**src/source/fe_pkg.sv**
```systemverilog
package fe_pkg;

   localparam int vaddr_width       = 32;
   localparam int paddr_width       = 32;
   localparam int page_offset_width = 12;
   localparam int vtag_width        = vaddr_width - page_offset_width;
   localparam int ptag_width        = paddr_width - page_offset_width;
   localparam int instr_width       = 32;
   localparam int itlb_els          = 4;

   typedef enum logic [1:0] {
      op_state_reset = 2'd0,
      op_pc_redirect = 2'd1,
      op_itlb_fill   = 2'd2
   } fe_opcode_e;

   // operand word seen as a pc
   typedef struct packed {
      logic [7:0]             pad;
      logic [vaddr_width-1:0] pc;
   } fe_pc_operands_s;

   // operand word seen as a translation
   typedef struct packed {
      logic [vtag_width-1:0] vtag;
      logic [ptag_width-1:0] ptag;
   } fe_fill_operands_s;

   typedef union packed {
      fe_pc_operands_s   pc_op;
      fe_fill_operands_s fill_op;
   } fe_cmd_operands_u;

   typedef struct packed {
      fe_opcode_e       opcode;
      fe_cmd_operands_u operands;
   } fe_cmd_s;

   typedef struct packed {
      logic [vaddr_width-1:0] pc;
   } fe_lookup_s;

   typedef struct packed {
      logic [vaddr_width-1:0] pc;
      logic [ptag_width-1:0]  ptag;
      logic                   miss;
   } fe_xlate_s;

   typedef struct packed {
      logic [paddr_width-1:0] paddr;
   } fe_imem_req_s;

   typedef enum logic {
      msg_fetch     = 1'b0,
      msg_itlb_miss = 1'b1
   } fe_msg_type_e;

   typedef struct packed {
      fe_msg_type_e           msg_type;
      logic [vaddr_width-1:0] pc;
      logic [instr_width-1:0] instr;
   } fe_queue_s;

endpackage
```
**src/source/fe_top.sv**
```systemverilog
module fe_top
   import fe_pkg::*;
(
   input  logic                   clk_i,
   input  logic                   rst_n_i,

   input  fe_cmd_s                fe_cmd_i,
   input  logic                   fe_cmd_v_i,
   output logic                   fe_cmd_ready_o,

   output fe_imem_req_s           imem_req_o,
   output logic                   imem_req_v_o,
   input  logic                   imem_req_ready_i,

   input  logic [instr_width-1:0] imem_resp_i,
   input  logic                   imem_resp_v_i,

   output fe_queue_s              fe_queue_o,
   output logic                   fe_queue_v_o,
   input  logic                   fe_queue_ready_i
);

   fe_lookup_s            lookup;
   logic                  lookup_v;
   logic                  flush;
   logic                  itlb_clear;
   logic                  fill_v;
   logic [vtag_width-1:0] fill_vtag;
   logic [ptag_width-1:0] fill_ptag;
   fe_xlate_s             xlate;
   logic                  xlate_v;
   logic                  miss;
   logic                  done;
   fe_queue_s             msg;
   logic                  msg_v;
   logic                  msg_ready;

   // input side
   fe_pc_gen pc_gen (
      .clk_i          (clk_i),
      .rst_n_i        (rst_n_i),
      .fe_cmd_i       (fe_cmd_i),
      .fe_cmd_v_i     (fe_cmd_v_i),
      .fe_cmd_ready_o (fe_cmd_ready_o),
      .miss_i         (miss),
      .done_i         (done),
      .lookup_o       (lookup),
      .lookup_v_o     (lookup_v),
      .flush_o        (flush),
      .itlb_clear_o   (itlb_clear),
      .fill_v_o       (fill_v),
      .fill_vtag_o    (fill_vtag),
      .fill_ptag_o    (fill_ptag)
   );

   fe_itlb itlb (
      .clk_i       (clk_i),
      .rst_n_i     (rst_n_i),
      .clear_i     (itlb_clear),
      .lookup_i    (lookup),
      .lookup_v_i  (lookup_v),
      .fill_v_i    (fill_v),
      .fill_vtag_i (fill_vtag),
      .fill_ptag_i (fill_ptag),
      .flush_i     (flush),
      .xlate_o     (xlate),
      .xlate_v_o   (xlate_v)
   );

   fe_fetch fetch (
      .clk_i            (clk_i),
      .rst_n_i          (rst_n_i),
      .xlate_i          (xlate),
      .xlate_v_i        (xlate_v),
      .flush_i          (flush),
      .imem_req_o       (imem_req_o),
      .imem_req_v_o     (imem_req_v_o),
      .imem_req_ready_i (imem_req_ready_i),
      .imem_resp_i      (imem_resp_i),
      .imem_resp_v_i    (imem_resp_v_i),
      .msg_o            (msg),
      .msg_v_o          (msg_v),
      .msg_ready_i      (msg_ready),
      .miss_o           (miss),
      .done_o           (done)
   );

   // output side
   fe_queue_buf queue_buf (
      .clk_i            (clk_i),
      .rst_n_i          (rst_n_i),
      .flush_i          (flush),
      .msg_i            (msg),
      .msg_v_i          (msg_v),
      .msg_ready_o      (msg_ready),
      .fe_queue_o       (fe_queue_o),
      .fe_queue_v_o     (fe_queue_v_o),
      .fe_queue_ready_i (fe_queue_ready_i)
   );

endmodule

```
**src/source/fe_queue_buf.sv**
```systemverilog
module fe_queue_buf
   import fe_pkg::*;
(
   input  logic      clk_i,
   input  logic      rst_n_i,

   input  logic      flush_i,

   input  fe_queue_s msg_i,
   input  logic      msg_v_i,
   output logic      msg_ready_o,

   output fe_queue_s fe_queue_o,
   output logic      fe_queue_v_o,
   input  logic      fe_queue_ready_i
);

   fe_queue_s  mem_r [2];
   logic       wr_ptr_r;
   logic       rd_ptr_r;
   logic [1:0] count_r;

   logic       push;
   logic       pop;

   assign msg_ready_o  = (count_r != 2'd2);
   assign fe_queue_v_o = (count_r != 2'd0);
   assign fe_queue_o   = mem_r[rd_ptr_r];

   // pushes in a flush cycle belong to the old stream
   assign push = msg_v_i & msg_ready_o & ~flush_i;
   assign pop  = fe_queue_v_o & fe_queue_ready_i;

   always_ff @(posedge clk_i)
   begin
      if (!rst_n_i || flush_i)
      begin
         wr_ptr_r <= 1'b0;
         rd_ptr_r <= 1'b0;
         count_r  <= 2'd0;
      end
      else
      begin
         if (push)
            wr_ptr_r <= ~wr_ptr_r;
         if (pop)
            rd_ptr_r <= ~rd_ptr_r;
         if (push && !pop)
            count_r <= count_r + 2'd1;
         else if (pop && !push)
            count_r <= count_r - 2'd1;
      end
   end

   always_ff @(posedge clk_i)
   begin
      if (push)
         mem_r[wr_ptr_r] <= msg_i;
   end

endmodule

```
**src/source/fe_fetch.sv**
```systemverilog
module fe_fetch
   import fe_pkg::*;
(
   input  logic                   clk_i,
   input  logic                   rst_n_i,

   input  fe_xlate_s              xlate_i,
   input  logic                   xlate_v_i,

   input  logic                   flush_i,

   output fe_imem_req_s           imem_req_o,
   output logic                   imem_req_v_o,
   input  logic                   imem_req_ready_i,

   input  logic [instr_width-1:0] imem_resp_i,
   input  logic                   imem_resp_v_i,

   output fe_queue_s              msg_o,
   output logic                   msg_v_o,
   input  logic                   msg_ready_i,

   output logic                   miss_o,
   output logic                   done_o
);

   fe_xlate_s              xlate_r;
   logic                   xlate_pend_r;
   fe_imem_req_s           req_r;
   logic [vaddr_width-1:0] req_pc_r;
   logic                   req_v_r;
   logic                   wait_r;
   logic                   poison_r;
   fe_queue_s              msg_r;
   logic                   msg_v_r;

   logic                   busy;
   logic                   start;
   logic                   resp_keep;
   logic                   push;

   assign busy      = req_v_r | wait_r | msg_v_r;
   // a flushed translation never starts a request
   assign start     = xlate_pend_r & ~busy & ~flush_i;
   assign resp_keep = wait_r & imem_resp_v_i & ~poison_r;
   assign push      = msg_v_r & msg_ready_i;

   assign imem_req_o   = req_r;
   assign imem_req_v_o = req_v_r;
   assign msg_o        = msg_r;
   assign msg_v_o      = msg_v_r;
   assign miss_o       = push & (msg_r.msg_type == msg_itlb_miss);
   assign done_o       = push & (msg_r.msg_type == msg_fetch);

   always_ff @(posedge clk_i)
   begin
      if (!rst_n_i)
      begin
         xlate_pend_r <= 1'b0;
         req_v_r      <= 1'b0;
         wait_r       <= 1'b0;
         poison_r     <= 1'b0;
         msg_v_r      <= 1'b0;
      end
      else
      begin
         if (req_v_r && imem_req_ready_i)
         begin
            req_v_r <= 1'b0;
            wait_r  <= 1'b1;
         end
         if (wait_r && imem_resp_v_i)
         begin
            wait_r   <= 1'b0;
            poison_r <= 1'b0;
         end
         if (push)
            msg_v_r <= 1'b0;
         if (xlate_v_i)
            xlate_pend_r <= 1'b1;
         if (start)
         begin
            xlate_pend_r <= 1'b0;
            if (xlate_r.miss)
               msg_v_r <= 1'b1;
            else
               req_v_r <= 1'b1;
         end
         if (resp_keep)
            msg_v_r <= 1'b1;
         // a request still at memory has its response dropped later
         if (flush_i)
         begin
            xlate_pend_r <= 1'b0;
            msg_v_r      <= 1'b0;
            if (req_v_r || (wait_r && !imem_resp_v_i))
               poison_r <= 1'b1;
         end
      end
   end

   always_ff @(posedge clk_i)
   begin
      if (xlate_v_i)
         xlate_r <= xlate_i;
      if (start)
      begin
         req_r.paddr <= {xlate_r.ptag, xlate_r.pc[page_offset_width-1:0]};
         req_pc_r    <= xlate_r.pc;
         if (xlate_r.miss)
            msg_r <= '{msg_type: msg_itlb_miss, pc: xlate_r.pc, instr: '0};
      end
      if (resp_keep)
         msg_r <= '{msg_type: msg_fetch, pc: req_pc_r, instr: imem_resp_i};
   end

endmodule

```
**src/source/fe_itlb.sv**
```systemverilog
module fe_itlb
   import fe_pkg::*;
(
   input  logic                  clk_i,
   input  logic                  rst_n_i,

   input  logic                  clear_i,

   input  fe_lookup_s            lookup_i,
   input  logic                  lookup_v_i,

   input  logic                  fill_v_i,
   input  logic [vtag_width-1:0] fill_vtag_i,
   input  logic [ptag_width-1:0] fill_ptag_i,

   input  logic                  flush_i,

   output fe_xlate_s             xlate_o,
   output logic                  xlate_v_o
);

   logic [itlb_els-1:0]         valid_r;
   logic [vtag_width-1:0]       vtag_r [itlb_els];
   logic [ptag_width-1:0]       ptag_r [itlb_els];
   logic [$clog2(itlb_els)-1:0] rr_r;

   fe_xlate_s                   xlate_r;
   logic                        xlate_v_r;

   logic                        hit;
   logic [ptag_width-1:0]       hit_ptag;

   // walk downward so the lowest matching index is the one kept
   always_comb
   begin
      hit      = 1'b0;
      hit_ptag = '0;
      for (int i = itlb_els - 1; i >= 0; i--)
      begin
         if (valid_r[i] && (vtag_r[i] == lookup_i.pc[vaddr_width-1:page_offset_width]))
         begin
            hit      = 1'b1;
            hit_ptag = ptag_r[i];
         end
      end
   end

   always_ff @(posedge clk_i)
   begin
      if (!rst_n_i)
      begin
         valid_r   <= '0;
         rr_r      <= '0;
         xlate_v_r <= 1'b0;
      end
      else
      begin
         xlate_v_r <= lookup_v_i & ~flush_i;
         if (clear_i)
         begin
            valid_r <= '0;
            rr_r    <= '0;
         end
         else if (fill_v_i)
         begin
            valid_r[rr_r] <= 1'b1;
            rr_r          <= rr_r + 1'b1;
         end
      end
   end

   always_ff @(posedge clk_i)
   begin
      if (fill_v_i)
      begin
         vtag_r[rr_r] <= fill_vtag_i;
         ptag_r[rr_r] <= fill_ptag_i;
      end
      if (lookup_v_i)
      begin
         xlate_r.pc   <= lookup_i.pc;
         xlate_r.ptag <= hit_ptag;
         xlate_r.miss <= ~hit;
      end
   end

   assign xlate_o   = xlate_r;
   assign xlate_v_o = xlate_v_r;

endmodule

```
**src/source/fe_pc_gen.sv**
```systemverilog
module fe_pc_gen
   import fe_pkg::*;
(
   input  logic                  clk_i,
   input  logic                  rst_n_i,

   input  fe_cmd_s               fe_cmd_i,
   input  logic                  fe_cmd_v_i,
   output logic                  fe_cmd_ready_o,

   input  logic                  miss_i,
   input  logic                  done_i,

   output fe_lookup_s            lookup_o,
   output logic                  lookup_v_o,

   output logic                  flush_o,
   output logic                  itlb_clear_o,
   output logic                  fill_v_o,
   output logic [vtag_width-1:0] fill_vtag_o,
   output logic [ptag_width-1:0] fill_ptag_o
);

   logic                   ready_r;
   logic                   running_r;
   logic                   stalled_r;
   logic                   outstanding_r;
   logic [vaddr_width-1:0] pc_r;

   logic                   cmd_fire;
   logic                   is_reset;
   logic                   is_redirect;
   logic                   is_fill;

   assign fe_cmd_ready_o = ready_r;
   assign cmd_fire       = fe_cmd_v_i & ready_r;

   assign is_reset    = (fe_cmd_i.opcode == op_state_reset);
   assign is_redirect = (fe_cmd_i.opcode == op_pc_redirect);
   assign is_fill     = (fe_cmd_i.opcode == op_itlb_fill);

   // restart pulses, one cycle each
   assign flush_o      = cmd_fire & (is_reset | is_redirect);
   assign itlb_clear_o = cmd_fire & is_reset;

   assign fill_v_o    = cmd_fire & is_fill;
   assign fill_vtag_o = fe_cmd_i.operands.fill_op.vtag;
   assign fill_ptag_o = fe_cmd_i.operands.fill_op.ptag;

   // one lookup at a time, none while waiting on a fill
   assign lookup_v_o  = running_r & ~stalled_r & ~outstanding_r;
   assign lookup_o.pc = pc_r;

   always_ff @(posedge clk_i)
   begin
      if (!rst_n_i)
      begin
         ready_r       <= 1'b0;
         running_r     <= 1'b0;
         stalled_r     <= 1'b0;
         outstanding_r <= 1'b0;
      end
      else
      begin
         ready_r <= 1'b1;
         if (lookup_v_o)
            outstanding_r <= 1'b1;
         if (done_i)
            outstanding_r <= 1'b0;
         if (miss_i)
         begin
            outstanding_r <= 1'b0;
            stalled_r     <= 1'b1;
         end
         // retry of the same pc follows the fill
         if (fill_v_o)
            stalled_r <= 1'b0;
         if (flush_o)
         begin
            running_r     <= 1'b1;
            stalled_r     <= 1'b0;
            outstanding_r <= 1'b0;
         end
      end
   end

   always_ff @(posedge clk_i)
   begin
      if (flush_o)
         pc_r <= fe_cmd_i.operands.pc_op.pc;
      else if (done_i)
         pc_r <= pc_r + vaddr_width'(4);
   end

endmodule

```
**config.mk**
```make
export PLATFORM = sky130hd
export DESIGN_NAME = fe_top
export DESIGN_NICKNAME = d
export VERILOG_FILES = /design/src/source/fe_pkg.sv /design/src/source/fe_top.sv /design/src/source/fe_queue_buf.sv /design/src/source/fe_fetch.sv /design/src/source/fe_itlb.sv /design/src/source/fe_pc_gen.sv
export SDC_FILE = /design/constraint.sdc
export NUM_CORES = 1
export LEC_CHECK = 0
export BUFFER_PORTS_ARGS = -buffer_cell sky130_fd_sc_hd__buf_2
export CORE_MARGIN = 2
export CORE_UTILIZATION = 40
export DETAILED_ROUTE_END_ITERATION = 12
export HOLD_SLACK_MARGIN = 0.12
export PLACE_DENSITY = 0.57
export SLEW_MARGIN = 15
export SYNTH_ARGS = -nofsm -noshare
export SYNTH_HDL_FRONTEND = slang
export SYNTH_SLANG_ARGS = --single-unit
export TNS_END_PERCENT = 50
```
**constraint.sdc**
```tcl
create_clock -name clk_i -period 12.6 [get_ports clk_i]
set_input_delay 0.63 -clock clk_i [delete_from_list [all_inputs] [get_ports clk_i]]
set_output_delay 0.63 -clock clk_i [all_outputs]
set_load 0.05 [all_outputs]
```
## Word level (Yosys, flattened, before mapping)

Memory sizes are Yosys's and may differ from the RTL's. A register that Yosys moved wholly into a read port is not among the register bits.
Cells that the tools add are included.
W data, S select, Z words.

| word-level totals | value |
|---|---|
| bits in registers | 287 |
| bits in writable memories | 290 |
| bits of input ports | 80 |
| output and inout port bits | 100 |
| memories kept | 3 |

Memory list:

| name | words | width | rd ports | clocked after Yosys merged registers in | wr ports | line | text |
|---|---|---|---|---|---|---|---|
| queue_buf.mem_r | 2 | 65 | 1 | 1 | 1 | fe_queue_buf.sv:18 | `fe_queue_s mem_r [2];` |
| itlb.ptag_r | 4 | 20 | 4 | 0 | 1 | fe_itlb.sv:24 | `logic [ptag_width-1:0] ptag_r [itlb_els];` |
| itlb.vtag_r | 4 | 20 | 4 | 0 | 1 | fe_itlb.sv:23 | `logic [vtag_width-1:0] vtag_r [itlb_els];` |

| operators by class | value |
|---|---|
| add/sub/neg operators | 4 |
| $lt $le $gt $ge | 2 |
| equal/unequal tests | 7 |
| multiplexer cells | 34 |
| bitwise logic cells | 30 |
| reduce and logical (&&, ||, !) cells | 30 |

Operators with widths:

| kind | number |
|---|---|
| $mux W64 | 3 |
| $eq A20 B20 Y1 | 4 |
| $mux W20 | 4 |
| $mux W32 | 2 |
| $add A32 B3 Y32 const B | 1 |
| $mux W1 | 22 |
| $and A1 B1 Y1 | 16 |
| $logic_and A1 B1 Y1 | 10 |
| $not A1 Y1 | 10 |
| $reduce_bool A2 Y1 | 5 |
| $reduce_or A2 Y1 | 3 |
| $reduce_or A3 Y1 | 2 |
| $add A2 B1 Y2 const B | 2 |
| $logic_not A1 Y1 | 4 |
| $mux W2 | 2 |
| $or A4 B4 Y4 | 1 |
| $reduce_and A2 Y1 | 2 |
| $reduce_or A4 Y1 | 1 |
| $lt A2 B3 Y1 const B | 1 |
| $or A1 B1 Y1 | 3 |
| $demux W1 S2 | 1 |
| $eq A2 B1 Y1 const B | 1 |
| $eq A2 B2 Y1 const B | 1 |
| $ge A2 B1 Y1 const B | 1 |
| other kinds (4) | 5 |

## Longest topological paths before layout

Gate-level depths: netlist (run 1).

| logic depth | value |
|---|---|
| depth after elaboration | 9 |
| gate-level depth with buffers | 10 |

## By module

From an unflattened synthesis (run 1), not the netlist that was laid out.

| unflattened totals | value |
|---|---|
| cells, all modules | 1248 |
| area, all modules | 21957.3 µm² |

Modules (own cells, without submodules):

| module | times used | cells an instance | area an instance (µm²) | sequential area each (µm²) |
|---|---|---|---|---|
| fe_itlb | 1 | 477 | 8526.9 | 6536.3 |
| fe_fetch | 1 | 286 | 6150.9 | 5195.0 |
| fe_queue_buf | 1 | 230 | 4917.2 | 4003.8 |
| fe_pc_gen | 1 | 255 | 2362.3 | 1041.0 |

## Worst setup path before layout (run 1)

Ideal clock, no wire load.

| timing | value |
|---|---|
| path kind | register to register |
| from | reg pc_gen.running_r |
| to | reg itlb.xlate_v_r (netlist: itlb.xlate_v_o) |
| data arrival time | 4.720 ns |
| path slack | 7.798 ns |
| cell stages (with the launch flop) | 3 |
| buffers on the path | 0 |
| period minus slack after synthesis | 4.802 ns |
| cells stage by stage | dfxtp_1 -> nor3b_1 -> and3_1 |

| between the ends | value |
|---|---|
| cells in the longest elaborated chain, start to end | 3 |

Ends and longest elaborated chain:

| element | line | text |
|---|---|---|
| start: declaration | fe_pc_gen.sv:25 | `logic running_r;` |
| start signal: assignment | fe_pc_gen.sv:59 | `running_r <= 1'b0;` |
| start signal: assignment | fe_pc_gen.sv:80 | `running_r <= 1'b1;` |
| $and A1 B1 Y1 (2 in a row) | fe_pc_gen.sv:51 | `assign lookup_v_o = running_r & ~stalled_r & ~outstanding_r;` |
| via itlb.lookup_v_i | fe_itlb.sv:10 | `input logic lookup_v_i,` |
| $and A1 B1 Y1 | fe_itlb.sv:58 | `xlate_v_r <= lookup_v_i & ~flush_i;` |
| end signal: assignment | fe_itlb.sv:58 |  |
| end: declaration | fe_itlb.sv:28 | `logic xlate_v_r;` |

The timed path passes the listed nets, and every way through them passes these cells.
A chain may end at the register's enable or synchronous reset.

## Worst setup path after layout (run 1)

| timing | value |
|---|---|
| from | reg pc_gen.pc_r[12] (netlist: pc_gen.lookup_o[12]) |
| to | reg itlb.xlate_r (netlist bit itlb.xlate_o[15]), data pin |

| between the ends | value |
|---|---|
| cells in the longest elaborated chain, start to end | 6 |

Ends and longest elaborated chain:

| element | line | text |
|---|---|---|
| start: declaration | fe_pc_gen.sv:28 | `logic [vaddr_width-1:0] pc_r;` |
| start signal: assignment | fe_pc_gen.sv:90 | `pc_r <= fe_cmd_i.operands.pc_op.pc;` |
| start signal: assignment | fe_pc_gen.sv:92 | `pc_r <= pc_r + vaddr_width'(4);` |
| $eq A20 B20 Y1 | fe_itlb.sv:40 | `if (valid_r[i] && (vtag_r[i] == lookup_i.pc[vaddr_width-1:page_offset_width]))` |
| $logic_and A1 B1 Y1 | fe_itlb.sv:40 |  |
| $mux W20 (3 in a row) | fe_itlb.sv:40 |  |
| $mux W20 * | fe_itlb.sv:40 |  |
| via itlb.hit_ptag[14] | fe_itlb.sv:31 | `logic [ptag_width-1:0] hit_ptag;` |
| end: declaration | fe_itlb.sv:27 | `fe_xlate_s xlate_r;` |

The timed path passes the listed nets; every way through them passes the cells marked *.

==> impl_metrics.tcl, run 1 <==
set metrics [dict create \
    worst_hold_path_type "in2reg" \
    diodes 0 \
    hold_end "pc_gen.fe_cmd_ready_o" \
    synth_top_flop_cell "edfxtp_1" \
    grt_max_degree 66 \
    cts_tree "built" \
    critPathKind "reg2reg" \
    ys_warn_count 0 \
    syn2layout_area_growth_pct 15.82 \
    grtUsageTotal_pct 15.49 \
    netlist_area_um2 21410 \
    drtIter0Drc 808 \
    grt_antenna_before_repair 0 \
    clock_path_buffers 3 \
    cts_setup_buffers 0 \
    finalClockSkew_ns 0.03356 \
    min_period_over_period_pct 27.07 \
    layout-drive-gt1-share_pct 25.79 \
    worst_slew_pin_slew_ns 1.018 \
    power_leakage_nw 8.514 \
    synthMuxAreaShare_pct 4.505 \
    critical_path_depth 7 \
    max-cap-violations 0 \
    path_delay_family "simple AND/OR/NAND/NOR gates" \
    hpwlAfterDp_um 26780 \
    swShare_pct 20.46 \
    power_density_nw_per_um2 155.6 \
    fp.dieH_um 235.4 \
    cts_resized 0 \
    ys_seq_area_share_pct 78.35 \
    core_area_um2 52760 \
    synthDistinctLibCells 40 \
    die_x_um 235.4 \
    clkTransAtPathRegs_ns 0.06 \
    max_stage_delay_ns 0.72 \
    finalMaxSlewViolations 0 \
    end_kind "flop" \
    r2r_setup_slack_ns 9.19 \
    synth_xor_area_share_pct 4.540 \
    synthArstFlopShare_pct 0 \
    utilization_pct 47.00 \
    grt_pass1_vias 10824 \
    crit_chain "xnor2_1 > nand4_1 > nor4_2 > nand2_1 > and2_1 > buf_4 > a221oi_2" \
    io_pins 180 \
    final_common_cell "edfxtp_1" \
    worstRegToRegCells 7 \
    netlist_instances 1269 \
    insertion_delay_ns 0.61 \
    final_cell_mix "544 x edfxtp_1, 179 x buf_2, 146 x nand2_1" \
    viasPerCell 4.858 \
    netSwitchingPower_uw 789.4 \
    firstDrtPassIters 5 \
    fmax_mhz 293.1 \
    reg2reg_from "pc_gen.lookup_o[12]" \
    place.gp.congestion 0.8055 \
    synth-adder-area-share_pct 0.3506 \
    cts_hold_buf 0 \
    cts-root-buf "clkbuf_16" \
    portBuffers 179 \
    setup_tns_ns 0 \
    fin_nets 1535 \
    wl_per_cell_um 19.59 \
    grt_setup_unrepaired "no" \
    combPwrFrac_pct 3.0 \
    worstPathArrival_ns 3.85 \
    cts_buffers 57 \
    start_util_pct 40.58 \
    hold_depth 1 \
    overflow 0 \
    worstPathRequired_ns 13.04 \
    rows 84 \
    ys_ff_latch 566 \
    synth_compound_area_share_pct 2.448 \
    clock_sinks 566 \
    wl_um 42720 \
    avgSynthCellArea_um2 16.87 \
    holdCritStartpoint "rst_n_i" \
    drtAntennaViolNets 0 \
    htreeDepth 2 \
    clkPwrFrac_pct 42.6 \
    setup_viol 0 \
    period_minus_slack_ns 3.411 \
    worstReg2RegEnd "itlb.xlate_o[15]" \
    synth_top_family_by_area "simple AND/OR/NAND/NOR gates" \
    max_slew_margin_pct 32.10 \
    slowest_stage "nand2_1" \
    crit_path_start_kind "flop" \
    yosys.area_share.simple_pct 7.854 \
    power_frac_seq_pct 54.4 \
    drc 0 \
    crit_fanout 21 \
    cp_num_buf_inv 1 \
    synth_nets 1355 \
    finalHoldViolCount 0 \
    peakVddDrop_uv 98.45 \
    die_area_um2 55400 \
    synth_edf_count 544 \
    vias 10595 \
    status "complete, no violations" \
    grt_pass1_wl_um 65890 \
    internal_power_mw 3.069 \
]
stage by stage:
| stage | setup slack [ns] | instances | power (mW) | cell area (µm²) | hold WS (ns) |
|---|---|---|---|---|---|
| after floorplan | 7.798 | 1269 | 2.206 | 21410 | 0.4003 |
| after global placement | 9.061 | 2078 | 2.255 | 22960 | 0.4032 |
| after detailed placement | 9.006 | 2078 | 2.257 | 22960 | 0.4045 |
| after CTS | 9.193 | 2181 | 3.910 | 24800 | 0.2187 |
| after global routing | 9.016 | 2181 | 3.993 | 24800 | 0.2268 |
| final | 9.189 | 2181 | 3.858 | 24800 | 0.2448 |
worst reg2reg max path, delay by kind of cell, from the launching register on:
kind            cells  cell delay, ns
flops               1            0.61
buf+inv             1            0.25
simple gates        4            1.76
compound gates      1            0.32
xor+xnor            1            0.30
per-layer routing:
layer | part of all wire [%] | GRT usage, % | up-vias
met5 | 0 | 0 | -
met4 | 2.2 | 4.922 | 0
met3 | 5.0 | 2.744 | 63
met2 | 48 | 25.43 | 262
met1 | 44 | 21.04 | 5236
li1 | - | - | 5034
power by group through the flow:
stage / Combinational [mW] / Sequential [mW] / Clock (mW)
after global placement: 0.118 / 2.14 / 0
after detailed placement: 0.119 / 2.14 / 0
after floorplan: 0.0730 / 2.13 / 0
after CTS: 0.119 / 2.10 / 1.69
final: 0.117 / 2.10 / 1.64
after global routing: 0.127 / 2.10 / 1.77
synth_stat cells, types with 17 or more instances:
| master | instances | area share [%] |
|---|---|---|
| xor2_1 | 30 | 1.2 |
| and2_1 | 43 | 1.3 |
| mux2_2 | 67 | 3.5 |
| nand4_1 | 19 | 0.56 |
| mux2i_1 | 21 | 0.98 |
| dfxtp_1 | 22 | 2.1 |
| o21ai_0 | 18 | 0.42 |
| xnor2_1 | 81 | 3.3 |
| buf_2 | 19 | 0.44 |
| clkbuf_1 | 35 | 0.61 |
| buf_4 | 17 | 0.60 |
| and3_1 | 29 | 0.85 |
| nor2_1 | 70 | 1.2 |
| nand2_1 | 147 | 2.6 |
| edfxtp_1 | 544 | 76 |
| a221oi_2 | 20 | 1.4 |
worst max path at each step:
stage,to,start
floorplan,itlb.xlate_v_o,pc_gen.running_r
global placement,fetch.msg_o[40],fe_cmd_v_i
detailed placement,fetch.msg_o[41],fe_cmd_v_i
CTS,itlb.xlate_o[6],pc_gen.lookup_o[12]
global route,itlb.xlate_o[15],pc_gen.lookup_o[12]
finish,itlb.xlate_o[15],pc_gen.lookup_o[12]
logic make-up (layout without fill, tap and decap cells):
| logic type | count (synthesis) | count (layout) |
|---|---|---|
| flops | 566 | 566 |
| simple gates | 352 | 352 |
| xor+xnor | 111 | 111 |
| mux | 88 | 88 |
| buf+inv | 84 | 308 |
| compound gates | 62 | 62 |
| fa+ha+maj | 6 | 6 |
area by class of cell:
class                   instances  area (µm²)
inverters                      11       41.29
fillers                      4561       27960
well taps                     688       860.8
repair buffers                194        1008
flip-flops and latches        566       16780
clock inverters                23       265.3
clock buffers                  80        1573
multi-input cells             619        4272
registers in the layout, indices dropped and copies added (netlist names), 32 cells and up, named ones only:
name             count
fetch.msg_o         65
fetch.req_pc_r      32
fetch.xlate_r       53
itlb.ptag_r         80
itlb.vtag_r         80
itlb.xlate_o        53
pc_gen.lookup_o     32
queue_buf.mem_r    130
Note: power is estimated with default switching activity, not from simulation.
==> run 2, diff against run 1 <==
- ABC_AREA: unset -> 1
- clock period: 12.6 -> 3.2 ns (I/O delays scaled with it)
==> run 2 against run 1 <==
Net effect: synthesized cell count increased by 32%; non-clock buffer count grew 91; count of clock-buffer cells in the layout is 15 lower; clock skew up 0.0031 ns; global-route usage increased by 1.6 points; total power rose to 4.1 times the previous value; synthesized area is 3.3% higher; core utilization increased by 1.5 points; setup slack lost 8.6 ns; via count grew 23%; clock power grew to 4.3 times the previous value; critical path type unchanged; largest power group unchanged.
==> impl_metrics.tcl, run 2 <==
set metrics [dict create \
    status "complete, no violations" \
    grt_antenna_before_repair 0 \
    synth_top_area_share_pct 73.85 \
    cts_tree "built" \
    peakVddDrop_uv 417.3 \
    synth_top_flop_cell "edfxtp_1" \
    largest-register "queue_buf.mem_r" \
    place_area_um2 23830 \
    fin_nets 2044 \
    largest_register_ffs 130 \
    synthArstFlopShare_pct 0 \
    synth_top_area_cell "edfxtp_1" \
    drtAntennaViolNets 0 \
    grtUsageTotal_pct 17.13 \
    critPathKind "reg2reg" \
    finalClockSkew_ns 0.03664 \
    viasPerCell 4.816 \
    cts_hold_buf 82 \
    ys_ff_latch 566 \
    finalHoldViolCount 0 \
    firstDrtPassIters 5 \
    grt_pass1_vias 13109 \
    synthDistinctLibCells 37 \
    insertion_delay_ns 0.62 \
    synth_edf_count 544 \
    slowest_stage "dlygate4sd3_1" \
    power_leakage_nw 10.06 \
    avgSynthCellArea_um2 13.22 \
    rows 86 \
    crit_chain "nand2_1 > nor2_2 > dlygate4sd3_1 > o21ai_0 > dlygate4sd3_1 > o21ai_0 > dlygate4sd3_1" \
    clkTransAtPathRegs_ns 0.06 \
    crit_path_frequent_cell "dlygate4sd3_1" \
    end_kind "flop" \
    io_pins 180 \
    layout-drive-gt1-share_pct 19.94 \
    utilization_pct 48.54 \
    start_util_pct 40.31 \
    clock_path_buffers 3 \
    synth_commonest_cells "544 x edfxtp_1, 386 x nand2_1, 205 x nor2_1" \
    syn2layout_area_growth_pct 20.42 \
    clock_sinks 566 \
    ys_seq_area_share_pct 75.85 \
    fmax_mhz 378.6 \
    drc 0 \
    setup_viol 0 \
    wl_per_cell_um 18.13 \
    drtIter0Drc 991 \
    worstPathRequired_ns 3.75 \
    max_stage_delay_ns 0.61 \
    worst_slew_pin_slew_ns 0.9200 \
    overflow 0 \
    grt_setup_unrepaired "no" \
    die_area_um2 57190 \
    max-cap-violations 0 \
    power_density_nw_per_um2 597.3 \
    vias 13051 \
    top_regs "queue_buf.mem_r x130, itlb.ptag_r x80, itlb.vtag_r x80" \
    synth_nets 1759 \
    core_area_um2 54880 \
    cts_buffers 57 \
    period_minus_slack_ns 2.641 \
    cts-root-buf "clkbuf_16" \
    ys_warn_count 0 \
    crit_fanout 3 \
    grt_pass1_wl_um 74850 \
    netlist_area_um2 22120 \
    place.gp.congestion 0.9322 \
    portBuffers 179 \
    die_x_um 239.2 \
    synth_area_leaders "edfxtp_1 74%, nand2_1 6.6%, nor2_1 3.5%, mux2_2 3.3%, inv_1 2.4%" \
    hpwlAfterDp_um 32470 \
    cts_resized 0 \
    design_area_um2 26640 \
    final_common_cell "edfxtp_1" \
    synth.most_common_cell "edfxtp_1" \
    worstPathArrival_ns 3.19 \
    min_period_over_period_pct 82.54 \
    htreeDepth 2 \
    netlist_instances 1673 \
    crit_path_start_kind "flop" \
    diodes 0 \
    setup_tns_ns 0 \
    wl_um 49140 \
    final_cell_mix "544 x edfxtp_1, 386 x nand2_1, 202 x nor2_1" \
    worst_hold_path_type "in2reg" \
    finalMaxSlewViolations 0 \
    max_slew_margin_pct 38.67 \
    grt_max_degree 66 \
    fp.dieH_um 239.2 \
    cts_setup_buffers 0 \
]
run 2: cell families after synthesis:
kind of cell / after synthesis / share of synthesized area [%]
and+or+nand+nor: 680 / 12.42
DFF: 566 / 75.85
buffers and inverters: 219 / 4.209
AOI/OAI and AO/OA: 110 / 2.806
muxes: 65 / 3.309
xor gates and xnor gates: 27 / 1.069
adders and majority gates: 6 / 0.3394
run 2: final timing paths:
path,startpoint,to,slack (ns),depth (start not counted)
max,pc_gen.fe_cmd_ready_o,fetch.poison_r,0.56,7
max reg2reg,pc_gen.fe_cmd_ready_o,fetch.poison_r,0.56,7
min reg2reg,itlb.xlate_o[33],fetch.xlate_r[33],0.40,0
min,rst_n_i,pc_gen.fe_cmd_ready_o,0.29,2
run 2: area by class of cell:
| type | instances | area (µm²) |
|---|---|---|
| clock inverter | 42 | 526.8 |
| timing repair buffer | 285 | 1934 |
| tap | 704 | 880.8 |
| inverter | 160 | 600.6 |
| multi-input combinational | 888 | 4456 |
| sequential | 566 | 16780 |
| fill | 4810 | 28240 |
| clock buffer | 65 | 1456 |
run 2: layer usage:
metal | share of wire [%] | global-route usage (%) | routed length [µm]
met4 | 2.5 | 5.417 | 1235
met1 | 43 | 22.15 | 21010
met5 | 0 | 0 | 0
met3 | 5.4 | 3.279 | 2659
met2 | 49 | 29.16 | 24230
run 2: through the flow:
stage,power [mW],setup WS [ns],hold slack (ns),instances
final,15.91,0.5588,0.2934,2710
after global routing,16.45,0.4309,0.2728,2710
after CTS,16.11,0.6654,0.2311,2710
after detailed placement,9.021,0.8896,0.3604,2521
after global placement,9.013,0.9083,0.3510,2521
after floorplan,8.771,-0.9519,0.1877,1673
run 2: critical path, delay by kind of cell, from the launching register on:
family | cells | cell delay (ns)
AOI/OAI and AO/OA | 2 | 0.26
and+or+nand+nor | 2 | 0.24
buffers and inverters | 3 | 1.76
DFF | 1 | 0.32
run 2: report_power, final:
part | internal [mW] | switching [mW]
combinational | 0.230 | 0.431
clock | 4.17 | 2.81
sequential | 8.18 | 0.0899
==> run 3, diff against run 2 <==
- clock period: 3.2 -> 2.7 ns (I/O delays scaled with it)
==> run 3 against run 2 <==
Net effect: first-iteration DRC count shrank 6.9%; final area is 0.16% higher; global-route usage barely moved; core utilization increased by 0.078 points; setup slack lost 0.39 ns; sequential power rose by 18%; non-clock buffer count increased by 13; register-to-register slack got worse by 0.39 ns; via count rose by 0.24%; largest cell class unchanged.
==> impl_metrics.tcl, run 3 (synthesized netlist as in run 2, its figures left out) <==
set metrics [dict create \
    crit_path_frequent_cell "dlygate4sd3_1" \
    diodes 0 \
    cts_setup_buffers 0 \
    drc 0 \
    holdCritStartpoint "rst_n_i" \
    grtUsageTotal_pct 17.17 \
    final_cell_mix "544 x edfxtp_1, 386 x nand2_1, 202 x nor2_1" \
    crit_chain "nand2_1 > nor2_4 > dlygate4sd3_1 > o21ai_0 > dlygate4sd3_1 > o21ai_0 > dlygate4sd3_1" \
    overflow 0 \
    largest-register "queue_buf.mem_r" \
    fp.dieH_um 239.2 \
    crit_fanout 5 \
    largest_register_ffs 130 \
    hold_slack_ns 0.2482 \
    start_util_pct 40.31 \
    worstPathArrival_ns 3.08 \
    finalHoldViolCount 0 \
    max_slew_margin_pct 43.92 \
    final_common_cell "edfxtp_1" \
    worstRegToRegCells 7 \
    rows 86 \
    fmax_mhz 394.8 \
    critPathKind "reg2reg" \
    grt_pass1_vias 13102 \
    viasPerCell 4.817 \
    insertion_delay_ns 0.61 \
    post-place-cells 2534 \
    wl_um 49250 \
    p_total_mw 18.37 \
    finalClockSkew_ns 0.02473 \
    worstPathRequired_ns 3.25 \
    cts-root-buf "clkbuf_16" \
    die_x_um 239.2 \
    grt_max_degree 66 \
    clock_sinks 566 \
    peakVddDrop_uv 514.7 \
    critPathLaunch "pc_gen.fe_cmd_ready_o" \
    clkTransAtPathRegs_ns 0.06 \
    status "complete, no violations" \
    cts_tree "built" \
    hold_depth 2 \
    finalMaxSlewViolations 0 \
    utilization_pct 48.61 \
    drtAntennaViolNets 0 \
    vias 13082 \
    htreeDepth 2 \
    end_kind "flop" \
    hold_end "pc_gen.fe_cmd_ready_o" \
    syn2layout_area_growth_pct 20.61 \
    grt_pass1_wl_um 75070 \
    worst_slew_pin_slew_ns 0.8336 \
    setup_viol 0 \
    worstReg2RegEnd "fetch.poison_r" \
    worst_hold_path_type "in2reg" \
    layout-drive-gt1-share_pct 20.08 \
    slowest_stage "dlygate4sd3_1" \
    max-cap-violations 0 \
    min_period_over_period_pct 93.80 \
    hpwlAfterDp_um 32850 \
    reg2reg_from "pc_gen.fe_cmd_ready_o" \
    place.gp.congestion 0.9496 \
    power_leakage_nw 10.09 \
    max_stage_delay_ns 0.56 \
    io_pins 180 \
    cts_buffers 57 \
    clock_path_buffers 3 \
    grt_antenna_before_repair 0 \
    core_area_um2 54880 \
    firstDrtPassIters 5 \
    power_density_nw_per_um2 688.5 \
    grt_setup_unrepaired "no" \
    period_minus_slack_ns 2.533 \
    r2r_setup_slack_ns 0.17 \
    drtIter0Drc 923 \
    top_regs "queue_buf.mem_r x130, itlb.ptag_r x80, itlb.vtag_r x80" \
    die_area_um2 57190 \
    layoutNonFillerInstCount 2716 \
    portBuffers 179 \
    crit_path_start_kind "flop" \
    fin_nets 2057 \
    setup_tns_ns 0 \
    wl_per_cell_um 18.13 \
]
-- run 3: cell count changes in the layout (fill, tap and decap cells not counted), sizes merged --
| cell | delta |
|---|---|
| clkbuf | +2 |
| clkinv | -4 |
| inv | +1 |
| bufinv | -4 |
| clkinvlp | -2 |
| buf | +13 |
-- run 3: where the power goes --
part	internal, mW	switching [mW]
Combinational	0.284	0.524
Clock	4.53	3.24
Sequential	9.69	0.0945
-- run 3: layer usage --
layer	global-route usage, %	up-vias	wire [µm]
met5	0	-	0
met4	6.648	0	1731
met3	3.106	109	2576
met2	28.02	350	23050
met1	22.89	6292	21900
li1	-	6331	-
-- run 3: per-stage QoR --
step	setup slack [ns]	area (µm²)
2_1_floorplan	-0.3826	22150
6_report	0.1673	26680
3_3_place_gp	0.4822	24030
5_1_grt	0.05386	26680
4_1_cts	0.1399	26670
3_5_place_dp	0.4669	24030
-- run 3: worst max-delay path by stage --
stage / endpoint / slack [ns] / depth (start not counted)
after detailed placement: itlb.xlate_o[19] / 0.47 / 12
after global placement: itlb.xlate_o[19] / 0.48 / 12
after global routing: fetch.poison_r / 0.05 / 7
after CTS: fetch.poison_r / 0.14 / 7
final: fetch.poison_r / 0.17 / 7
after floorplan: queue_buf.mem_r[0][0] / -0.38 / 5
-- run 3: area by class of cell --
type                       count  area (µm²)
sequential                   566       16780
multi-input combinational    888        4461
inverter                     160       600.6
fill                        4798       28200
timing repair buffer         298        2132
clock inverter                33       359.1
clock buffer                  67        1464
tap                          704       880.8
-- run 3: worst max-delay path: cells and delay by family, from the launching register on --
kind                   cells  cell delay, ns
buffers and inverters      3            1.68
AOI/OAI and AO/OA          2            0.21
and+or+nand+nor            2            0.25
DFF                        1            0.33
-- run 3: what timing repair did --
| item | 4_1_cts | 5_1_grt |
|---|---|---|
| hold endpoints to repair | 243 | 0 |
| hold buffers | 82 | 0 |
| resized for setup | 0 | 1 |
| setup endpoints to repair | 0 | 1 |
